[src/rtl/accel_defines.svh]
`ifndef ACCEL_DEFINES_SVH
`define ACCEL_DEFINES_SVH

// pixel, weight and output byte width
`define DATA_W 8

// taps per weight beat, pixels per pixel beat
`define TAPS 4

// four signed 8x8 products summed, incl. the -128*-128 corner
`define ACC_W 18

`define REQUANT_SHIFT 3'd4 // applied to every accumulator value
`define LRELU_SHIFT 3'd3   // extra shift for negative values only

// bytes per output word
`define OUT_LANES 4

`endif

[src/rtl/accel_pkg.sv]
`include "accel_defines.svh"

package accel_pkg;

  typedef logic signed [`DATA_W-1:0] act_t;
  typedef logic signed [`ACC_W-1:0] acc_t;

  // lane 0 sits in the low bits
  typedef act_t [`TAPS-1:0] taps_t;

  // conv -> lrelu
  typedef struct packed {
    logic last;
    acc_t data;
  } acc_beat_t;

  // lrelu -> pool, pool -> packer
  typedef struct packed {
    logic last;
    act_t data;
  } act_beat_t;

  typedef struct packed {
    logic last;
    logic [`OUT_LANES-1:0] keep;
    logic [`OUT_LANES-1:0][`DATA_W-1:0] data;
  } out_word_t;

endpackage

[src/rtl/accel_top.sv]
`include "accel_defines.svh"

module accel_top (
  input  logic                            aclk,
  input  logic                            rst,
  input  logic                            s_axis_weights_tvalid,
  output logic                            s_axis_weights_tready,
  input  accel_pkg::taps_t                s_axis_weights_tdata,
  input  logic                            s_axis_pixels_tvalid,
  output logic                            s_axis_pixels_tready,
  input  accel_pkg::taps_t                s_axis_pixels_tdata,
  input  logic                            s_axis_pixels_tlast,
  output logic                            m_axis_tvalid,
  input  logic                            m_axis_tready,
  output logic [`OUT_LANES*`DATA_W-1:0]   m_axis_tdata,
  output logic [`OUT_LANES-1:0]           m_axis_tkeep,
  output logic                            m_axis_tlast
);
  import accel_pkg::*;

  logic      weight_we;
  logic      pixels_accept; // conv_mac can take a pixel beat
  logic      conv_in_valid;
  logic      job_done;

  logic      conv_valid, conv_ready;
  acc_beat_t conv_beat;
  logic      acc_valid, acc_ready;
  acc_beat_t acc_beat;
  logic      lrelu_valid, lrelu_ready;
  act_beat_t lrelu_beat;
  logic      act_valid, act_ready;
  act_beat_t act_beat;
  logic      pool_valid, pool_ready;
  act_beat_t pool_beat;
  out_word_t packer_word;

  assign conv_in_valid = s_axis_pixels_tvalid && s_axis_pixels_tready;
  assign job_done      = m_axis_tvalid && m_axis_tready && m_axis_tlast;
  assign m_axis_tdata  = packer_word.data;
  assign m_axis_tkeep  = packer_word.keep;
  assign m_axis_tlast  = packer_word.last;

  job_ctrl job_ctrl_i (
    .aclk           (aclk                 ),
    .rst            (rst                  ),
    .weights_tvalid (s_axis_weights_tvalid),
    .weights_tready (s_axis_weights_tready),
    .pixels_tvalid  (s_axis_pixels_tvalid ),
    .pixels_tready  (s_axis_pixels_tready ),
    .pixels_tlast   (s_axis_pixels_tlast  ),
    .pixels_accept  (pixels_accept        ),
    .weight_we      (weight_we            ),
    .job_done       (job_done             )
  );

  conv_mac conv_mac_i (
    .aclk      (aclk                ),
    .rst       (rst                 ),
    .weight_we (weight_we           ),
    .weights   (s_axis_weights_tdata),
    .in_valid  (conv_in_valid       ),
    .in_ready  (pixels_accept       ),
    .pixels    (s_axis_pixels_tdata ),
    .in_last   (s_axis_pixels_tlast ),
    .out_valid (conv_valid          ),
    .out_ready (conv_ready          ),
    .out_beat  (conv_beat           )
  );

  axis_reg_slice #(.payload_t(acc_beat_t)) acc_slice_i (
    .aclk      (aclk      ),
    .rst       (rst       ),
    .in_valid  (conv_valid),
    .in_ready  (conv_ready),
    .in_data   (conv_beat ),
    .out_valid (acc_valid ),
    .out_ready (acc_ready ),
    .out_data  (acc_beat  )
  );

  lrelu_requant lrelu_requant_i (
    .aclk      (aclk       ),
    .rst       (rst        ),
    .in_valid  (acc_valid  ),
    .in_ready  (acc_ready  ),
    .in_beat   (acc_beat   ),
    .out_valid (lrelu_valid),
    .out_ready (lrelu_ready),
    .out_beat  (lrelu_beat )
  );

  axis_reg_slice #(.payload_t(act_beat_t)) act_slice_i (
    .aclk      (aclk       ),
    .rst       (rst        ),
    .in_valid  (lrelu_valid),
    .in_ready  (lrelu_ready),
    .in_data   (lrelu_beat ),
    .out_valid (act_valid  ),
    .out_ready (act_ready  ),
    .out_data  (act_beat   )
  );

  maxpool_pair maxpool_pair_i (
    .aclk      (aclk      ),
    .rst       (rst       ),
    .in_valid  (act_valid ),
    .in_ready  (act_ready ),
    .in_beat   (act_beat  ),
    .out_valid (pool_valid),
    .out_ready (pool_ready),
    .out_beat  (pool_beat )
  );

  out_packer out_packer_i (
    .aclk      (aclk         ),
    .rst       (rst          ),
    .in_valid  (pool_valid   ),
    .in_ready  (pool_ready   ),
    .in_beat   (pool_beat    ),
    .out_valid (m_axis_tvalid),
    .out_ready (m_axis_tready),
    .out_word  (packer_word  )
  );

endmodule

[src/rtl/axis_reg_slice.sv]
module axis_reg_slice #(
  parameter type payload_t = logic [7:0]
) (
  input  logic     aclk,
  input  logic     rst,
  input  logic     in_valid,
  output logic     in_ready,
  input  payload_t in_data,
  output logic     out_valid,
  input  logic     out_ready,
  output payload_t out_data
);

  // free when empty or draining this cycle
  assign in_ready = !out_valid || out_ready;

  always_ff @(posedge aclk) begin
    if (rst) begin
      out_valid <= 1'b0;
    end else if (in_ready) begin
      out_valid <= in_valid;
    end
  end

  always_ff @(posedge aclk) begin
    if (in_valid && in_ready) begin
      out_data <= in_data;
    end
  end

endmodule

[src/rtl/conv_mac.sv]
`include "accel_defines.svh"

module conv_mac (
  input  logic                  aclk,
  input  logic                  rst,
  input  logic                  weight_we,
  input  accel_pkg::taps_t      weights,
  input  logic                  in_valid,
  output logic                  in_ready,
  input  accel_pkg::taps_t      pixels,
  input  logic                  in_last,
  output logic                  out_valid,
  input  logic                  out_ready,
  output accel_pkg::acc_beat_t  out_beat
);
  import accel_pkg::*;

  taps_t weight_q;
  acc_t  dot;

  assign in_ready = !out_valid || out_ready;

  always_ff @(posedge aclk) begin
    if (weight_we) weight_q <= weights; // one load per job
  end

  always_comb begin
    dot = '0;
    for (int i = 0; i < `TAPS; i++) begin
      dot = dot + acc_t'($signed(pixels[i])) * acc_t'($signed(weight_q[i]));
    end
  end

  always_ff @(posedge aclk) begin
    if (rst) begin
      out_valid <= 1'b0;
    end else if (in_ready) begin
      out_valid <= in_valid;
    end
  end

  always_ff @(posedge aclk) begin
    if (in_valid && in_ready) begin
      out_beat.data <= dot;
      out_beat.last <= in_last;
    end
  end

endmodule

[src/rtl/job_ctrl.sv]
module job_ctrl (
  input  logic aclk,
  input  logic rst,
  input  logic weights_tvalid,
  output logic weights_tready,
  input  logic pixels_tvalid,
  output logic pixels_tready,
  input  logic pixels_tlast,
  input  logic pixels_accept,
  output logic weight_we,
  input  logic job_done
);

  typedef enum logic [1:0] {
    LOAD  = 2'd0, // waiting for the weight beat
    RUN   = 2'd1, // image streaming
    DRAIN = 2'd2  // image in, results still leaving
  } state_t;

  state_t state;
  state_t state_next;
  logic   last_pixel;

  assign weights_tready = (state == LOAD);
  assign pixels_tready  = (state == RUN) && pixels_accept;
  assign weight_we      = weights_tvalid && weights_tready;
  assign last_pixel     = pixels_tvalid && pixels_tready && pixels_tlast;

  always_comb begin
    state_next = state;
    case (state)
      LOAD: begin
        if (weight_we) state_next = RUN;
      end
      RUN: begin
        if (last_pixel) state_next = DRAIN;
      end
      DRAIN: begin
        // weights stay locked until the tlast word has left the packer
        if (job_done) state_next = LOAD;
      end
      default: state_next = LOAD;
    endcase
  end

  always_ff @(posedge aclk) begin
    if (rst) begin
      state <= LOAD;
    end else begin
      state <= state_next;
    end
  end

endmodule

[src/rtl/lrelu_requant.sv]
`include "accel_defines.svh"

module lrelu_requant (
  input  logic                  aclk,
  input  logic                  rst,
  input  logic                  in_valid,
  output logic                  in_ready,
  input  accel_pkg::acc_beat_t  in_beat,
  output logic                  out_valid,
  input  logic                  out_ready,
  output accel_pkg::act_beat_t  out_beat
);
  import accel_pkg::*;

  localparam acc_t ACT_MAX = acc_t'(2 ** (`DATA_W - 1) - 1);
  localparam acc_t ACT_MIN = acc_t'(-(2 ** (`DATA_W - 1)));

  acc_t scaled;
  act_t sat;

  assign in_ready = !out_valid || out_ready;

  always_comb begin
    scaled = in_beat.data >>> `REQUANT_SHIFT;
    if (scaled[`ACC_W-1]) scaled = scaled >>> `LRELU_SHIFT; // leaky slope 1/8
    if (scaled > ACT_MAX) begin
      sat = act_t'(ACT_MAX);
    end else if (scaled < ACT_MIN) begin
      sat = act_t'(ACT_MIN);
    end else begin
      sat = act_t'(scaled);
    end
  end

  always_ff @(posedge aclk) begin
    if (rst) begin
      out_valid <= 1'b0;
    end else if (in_ready) begin
      out_valid <= in_valid;
    end
  end

  always_ff @(posedge aclk) begin
    if (in_valid && in_ready) begin
      out_beat.data <= sat;
      out_beat.last <= in_beat.last;
    end
  end

endmodule

[src/rtl/maxpool_pair.sv]
module maxpool_pair (
  input  logic                  aclk,
  input  logic                  rst,
  input  logic                  in_valid,
  output logic                  in_ready,
  input  accel_pkg::act_beat_t  in_beat,
  output logic                  out_valid,
  input  logic                  out_ready,
  output accel_pkg::act_beat_t  out_beat
);
  import accel_pkg::*;

  logic have_first; // first of the pair is held
  act_t first_val;
  logic take;
  logic emit;
  act_t pair_max;

  assign in_ready = !out_valid || out_ready;
  assign take     = in_valid && in_ready;
  assign emit     = have_first || in_beat.last; // lone last goes out by itself
  assign pair_max = (have_first && first_val > in_beat.data) ? first_val : in_beat.data;

  always_ff @(posedge aclk) begin
    if (rst) begin
      out_valid  <= 1'b0;
      have_first <= 1'b0;
    end else begin
      if (out_ready) out_valid <= 1'b0;
      if (take) begin
        if (emit) begin
          out_valid  <= 1'b1;
          have_first <= 1'b0;
        end else begin
          have_first <= 1'b1;
        end
      end
    end
  end

  always_ff @(posedge aclk) begin
    if (take) begin
      if (emit) begin
        out_beat.data <= pair_max;
        out_beat.last <= in_beat.last;
      end else begin
        first_val <= in_beat.data;
      end
    end
  end

endmodule

[src/rtl/out_packer.sv]
`include "accel_defines.svh"

module out_packer (
  input  logic                  aclk,
  input  logic                  rst,
  input  logic                  in_valid,
  output logic                  in_ready,
  input  accel_pkg::act_beat_t  in_beat,
  output logic                  out_valid,
  input  logic                  out_ready,
  output accel_pkg::out_word_t  out_word
);

  localparam int LANE_W = $clog2(`OUT_LANES);
  localparam logic [LANE_W-1:0] LAST_LANE = LANE_W'(`OUT_LANES - 1);

  logic [LANE_W-1:0]                  lane; // next lane to fill
  logic [`OUT_LANES-1:0]              fill_keep;
  logic [`OUT_LANES-1:0][`DATA_W-1:0] fill_data;
  logic [`OUT_LANES-1:0]              next_keep;
  logic [`OUT_LANES-1:0][`DATA_W-1:0] next_data;
  logic                               take;
  logic                               flush;

  assign in_ready  = !out_valid || out_ready;
  assign take      = in_valid && in_ready;
  assign flush     = in_beat.last || (lane == LAST_LANE);
  assign next_keep = fill_keep | (`OUT_LANES'(1) << lane);

  always_comb begin
    for (int i = 0; i < `OUT_LANES; i++) begin
      if (i == int'(lane)) begin
        next_data[i] = in_beat.data;
      end else if (fill_keep[i]) begin
        next_data[i] = fill_data[i];
      end else begin
        next_data[i] = '0; // unused high lanes of a short word
      end
    end
  end

  always_ff @(posedge aclk) begin
    if (rst) begin
      out_valid <= 1'b0;
      lane      <= '0;
      fill_keep <= '0;
    end else begin
      if (out_ready) out_valid <= 1'b0;
      if (take && flush) begin
        out_valid <= 1'b1;
        lane      <= '0;
        fill_keep <= '0;
      end else if (take) begin
        lane      <= lane + 1'b1;
        fill_keep <= next_keep;
      end
    end
  end

  always_ff @(posedge aclk) begin
    if (take) begin
      fill_data <= next_data;
      if (flush) begin
        out_word.data <= next_data;
        out_word.keep <= next_keep;
        out_word.last <= in_beat.last;
      end
    end
  end

endmodule

[config.mk]
export PLATFORM = sky130hd
export DESIGN_NAME = accel_top
export DESIGN_NICKNAME = d
export VERILOG_FILES = /design/src/rtl/accel_pkg.sv /design/src/rtl/accel_top.sv /design/src/rtl/axis_reg_slice.sv /design/src/rtl/conv_mac.sv /design/src/rtl/job_ctrl.sv /design/src/rtl/lrelu_requant.sv /design/src/rtl/maxpool_pair.sv /design/src/rtl/out_packer.sv
export VERILOG_INCLUDE_DIRS = /design/src /design/src/rtl
export SDC_FILE = /design/constraint.sdc
export NUM_CORES = 1
export LEC_CHECK = 0
export BUFFER_PORTS_ARGS = -buffer_cell sky130_fd_sc_hd__buf_2
export CORE_AREA = 2 2 196 198
export DETAILED_ROUTE_END_ITERATION = 16
export DIE_AREA = 0 0 198 200
export PLACE_DENSITY = 0.7
export SETUP_SLACK_MARGIN = 0.2
export SKIP_CTS_REPAIR_TIMING = 1
export SLEW_MARGIN = 30
export SYNTH_ARGS = -nofsm -noshare
export SYNTH_HDL_FRONTEND = slang
export SYNTH_SLANG_ARGS = --single-unit
[constraint.sdc]
create_clock -name aclk -period 16.26 [get_ports aclk]
set_input_delay 3.252 -clock aclk [delete_from_list [all_inputs] [get_ports aclk]]
set_output_delay 3.252 -clock aclk [all_outputs]
set_load 0.01 [all_outputs]
# Word level (Yosys, flattened, before mapping)
# Cells that the tools add are included.
[totals]
n_memories = 0
wordCells = 115
inputBits = 70
mem_bits_rw = 0
latchBits = 0
reg_bits = 189
rom_bits = 0
[op_classes]
n_div = 0
bitwise = 2
n_eq_ne = 9
n_lt_le_gt_ge = 3
mux = 21
add_sub_neg = 4
multipliers = 4
shift = 1
reduce_logical = 36
[ops]
columns = ["op", "n"]
rows = [
  ["$mux W8", 10],
  ["$mul A8 B8 Y16", 4],
  ["$add A18 B18 Y18", 3],
  ["$gt A18 B8 Y1 const B", 1],
  ["$lt A18 B8 Y1 const B", 1],
  ["$mux W18", 1],
  ["$logic_and A1 B1 Y1", 14],
  ["$gt A8 B8 Y1", 1],
  ["$logic_or A1 B1 Y1", 8],
  ["$logic_not A1 Y1", 6],
  ["$mux W1", 6],
  ["$mux W2", 3],
  ["$ne A2 B1 Y1 const B", 3],
  ["$pmux W2 S3", 1],
  ["$reduce_and A2 Y1", 3],
  ["$eq A2 B2 Y1 const A", 2],
  ["$eq A2 B2 Y1 const B", 2],
  ["$logic_not A2 Y1", 2],
  ["$or A4 B4 Y4", 1],
  ["$shl A1 B2 Y4 const A", 1],
  ["$reduce_and A3 Y1", 1],
  ["$add A2 B1 Y2 const B", 1],
  ["$eq A1 B2 Y1 const A", 1],
  ["$eq A2 B1 Y1 const B", 1],
  ["3 further kinds", 3],
]

# Logic depth before layout (Yosys ltp)
[logic_depth]
word_depth = 12
ltp_mapped = 27
mapped_depth_nobuf = 27

# Modules after synthesis
# Synthesis repeated with hierarchy kept, for this count alone.
[unflattened]
hier_cells = 1479
hier_area_um2 = 17678.2
[by_module_without_submodules]
columns = ["mod", "n_inst", "seq_area_each_um2", "cells_each", "area_per_inst_um2"]
rows = [
  ["conv_mac", 1, 1551.5, 1164, 12467.0],
  ["out_packer", 1, 2212.1, 159, 2766.4],
  ["maxpool_pair", 1, 550.5, 64, 909.6],
  ["axis_reg_slice (acc_slice_i)", 1, 590.6, 24, 625.6],
  ["lrelu_requant", 1, 290.3, 41, 476.7],
  ["axis_reg_slice (act_slice_i)", 1, 290.3, 14, 325.3],
  ["job_ctrl", 1, 40.0, 11, 95.1],
  ["accel_top", 1, 0.0, 2, 12.5],
]

# Worst setup path after synthesis
# OpenSTA, ideal clock, no wires.
[synth_timing]
kind = "in2reg"
from = "input s_axis_pixels_tdata[21] (netlist name)"
to = "register conv_mac_i.out_beat[17] (netlist name) (data pin)"
arrival_ns = 9.512
stages = 26
setup_slack_ns = 6.486
setup_time_ns = 0.263
n_path_buf = 0
path_cell_list = "and2_1 > fa_1 > inv_1 > fa_1 > inv_1 > fa_1 > inv_1 > fa_1 > inv_1 > ha_1 > and2_1 > a221oi_1 > o21ai_1 > a41oi_1 > nor2b_1 > xor2_1 > fa_1 > fa_1 > inv_1 > ha_1 > a21o_1 > a21o_1 > a21o_1 > o21a_1 > a311oi_1 > xnor2_1"
[synth_between]
elab_chain_cells = 3
[synth_lines]
columns = ["element", "line", "text"]
rows = [
  ["from (decl)", "accel_top.sv:11", "input accel_pkg::taps_t s_axis_pixels_tdata,"],
  ["$mul A8 B8 Y16", "conv_mac.sv:30", "dot = dot + acc_t'($signed(pixels[i])) * acc_t'($signed(weight_q[i]));"],
  ["$add A18 B18 Y18 (2 in series)", "conv_mac.sv:30", ""],
  ["net conv_mac_i.dot[17]", "conv_mac.sv:19", "acc_t dot;"],
  ["to (decl)", "conv_mac.sv:14", "output accel_pkg::acc_beat_t out_beat"],
]
# The timed path passes the listed nets, and every way through them passes these cells.
# A chain may end at the register's enable or synchronous reset.

# Worst setup path in the final report
# Same ends and word-level chain as after synthesis.

==> results.cfg <==
[worst_setup_path]
slowest_delay_ns = 0.54
r2r-start = conv_mac_i.weight_q[18]$_DFFE_PP_
worst-path-max-fanout = 8
reg2reg_depth = 26
critical_path_class = input port to flop
start_kind = input port
slowest_stage = fa_1
arrival_ns = 10.16
rrSetupSlack_ns = 8.68
r2r-end = conv_mac_i.out_beat[17]$_DFFE_PP_
cp_data_required_time_ns = 16.45
end_kind = flop
crit_path_frequent_cell = fa_1

[synth]
ys_ff_latch = 181
seq_area_frac_synth_pct = 29.7
avgSynthCellArea_um2 = 10.9
synth-edff-count = 166
ys_async_sr_fraction_pct = 0
synth_ff_type = edfxtp_1
syn_area_um2 = 17800
yosys_warnings = 0
syn-num-nets = 2101
synthCells = 1636
netlist-cell-type-count = 67

[global_route]
grt_pass1_vias = 12000
grt.overflow.total = 0
grt_pass1_wl_um = 58500
antenna_found_initial = 0
grt_usage_pct = 18.9
grt_start_max_net_pins = 39

[timing]
period_share_pct = 61.3
period_needed_ns = 9.97
clock-skew-final_ns = 0.0215
finalHoldViolations = 0
relSlewSlack_pct = 44.0
rsz0062_at_grt = false
drv_slew = 0
max_freq_mhz = 100
setup_tns_ns = 0
tightest_slew_ns = 0.838
timing.hold.ws_ns = 0.419
setup_viol = 0

[placed_design]
dp_cells = 2247
gp_congestion = 0.858
io_buffers = 109
dp_hpwl_um = 29000

[cells_and_area]
area_delta_synth_final_pct = 10.2
instances_no_fill = 2279
drive_gt1_share_pct = 9.45
antenna_cells = 0
final_nets = 2220
layout_common_cells = inv_1, fa_1, edfxtp_1
layout_commonest_cell = inv_1

[die]
rows = 71
die_h_um = 200
initial_utilization_pct = 47.6
die_area_um2 = 39600
core-area_um2 = 37400
fp.dieW_um = 198
num_io_pins = 110

[cts]
clkTransAtPathRegs_ns = 0.08
cts.sinks = 181
cts_tree = built
clk_latency_ns = 0.46
clock_path_buffers = 2
ctsRootBufferMaster = clkbuf_16
htree_levels = 4
numCtsBuffers = 17

[detailed_routing]
drt_first_pass_iters = 4
totalWireLength_um = 34900
drt_iter0_markers = 482
vias = 11500
ant_nets = 0
drcViolationCount = 0
routedWlPerCell_um = 15.3
avgViaCountPerCell = 5.05

[min_path]
holdPathEnd = act_slice_i.out_data[2]$_DFFE_PP_
worstHoldStart = lrelu_requant_i.out_beat[2]$_SDFFCE_PN1P_
hold_path_depth = 0
hold_class = flop to flop

[flow_run]
maxCapViolCount = 0

[run_status]
outcome = completed
[final cells by class]
class	instances	area (um^2)
Fill cell	3256	17800
Multi-Input combinational cell	1071	11100
Sequential cell	181	5290
Inverter	371	1390
Tap cell	511	639
Timing Repair Buffer	113	576
Clock buffer	17	425
Clock inverter	15	211
[flip-flops by register name, indices dropped and copies added (netlist names)]
name and flops:
out_packer_i.out_word 37, conv_mac_i.weight_q 32, out_packer_i.fill_data 32, acc_slice_i.out_data 15
conv_mac_i.out_beat 15, act_slice_i.out_data 9, lrelu_requant_i.out_beat 9, maxpool_pair_i.out_beat 9
maxpool_pair_i.first_val 8, out_packer_i.fill_keep 4, job_ctrl_i.state 2, out_packer_i.lane 2
acc_slice_i.out_valid 1, act_slice_i.out_valid 1, conv_mac_i.out_valid 1, lrelu_requant_i.out_valid 1
maxpool_pair_i.have_first 1, maxpool_pair_i.out_valid 1, out_packer_i.out_valid 1
[kinds of logic (layout without fill, tap and decap cells)]
| logic type | count (synthesis) | count (layout) | synth area share [%] |
|---|---|---|---|
| fa+ha+maj | 395 | 395 | 38.4 |
| buf+inv | 384 | 516 | 8.12 |
| simple gates | 408 | 408 | 12.2 |
| mux | 4 | 4 | 0.225 |
| flops | 181 | 181 | 29.7 |
| xor+xnor | 77 | 77 | 3.79 |
| compound gates | 187 | 187 | 7.50 |
[worst max-delay path, delay by kind of cell]
kind	cells	cell delay, ns
fa+ha+maj	8	3.69
compound gates	8	1.93
simple gates	3	0.60
buf+inv	6	0.39
xor+xnor	2	0.31
[worst max path at each step]
| stage | start | to | slack [ns] | depth (start not counted) |
|---|---|---|---|---|
| 2_1_floorplan | s_axis_pixels_tdata[21] | conv_mac_i.out_beat[17]$_DFFE_PP_ | 6.49 | 26 |
| 3_3_place_gp | s_axis_pixels_tdata[21] | conv_mac_i.out_beat[17]$_DFFE_PP_ | 6.03 | 27 |
| 3_5_place_dp | s_axis_pixels_tdata[21] | conv_mac_i.out_beat[17]$_DFFE_PP_ | 5.88 | 27 |
| 4_1_cts | s_axis_pixels_tdata[21] | conv_mac_i.out_beat[17]$_DFFE_PP_ | 6.33 | 27 |
| 5_1_grt | s_axis_pixels_tdata[21] | conv_mac_i.out_beat[17]$_DFFE_PP_ | 5.88 | 27 |
| 6_report | s_axis_pixels_tdata[21] | conv_mac_i.out_beat[17]$_DFFE_PP_ | 6.29 | 27 |
[Yosys cell counts, types with 23 or more instances]
library cell | count | area share [%]
ha_1 | 143 | 10
a22o_1 | 31 | 1.5
o21ai_0 | 27 | 0.76
xnor2_1 | 54 | 2.7
nor2_1 | 61 | 1.3
inv_1 | 370 | 7.8
edfxtp_1 | 166 | 28
fa_1 | 252 | 28
and2_1 | 162 | 5.7
nand2_1 | 99 | 2.1
a21oi_1 | 43 | 1.2
xor2_1 | 23 | 1.1
[layer usage]
metal	global-route usage, %	wire [um]	up-vias
met1	23.2	14800	5783
li1	-	-	5462
met2	33.8	18100	209
met5	0	0	-
met4	6.99	1030	0
met3	2.77	1030	52
[per-stage QoR]
stage	instance area, um^2	util [%]	setup slack (ns)
after floorplan	17800	-	6.49
after global placement	19000	50.7	6.03
after detailed placement	19000	50.7	5.88
after CTS	19600	52.4	6.33
after global routing	19600	52.4	5.88
final	19600	52.4	6.29
Power is left out: the tool's default activity adds up to more than one toggle a clock period on the data nets, which glitch-free logic cannot reach.
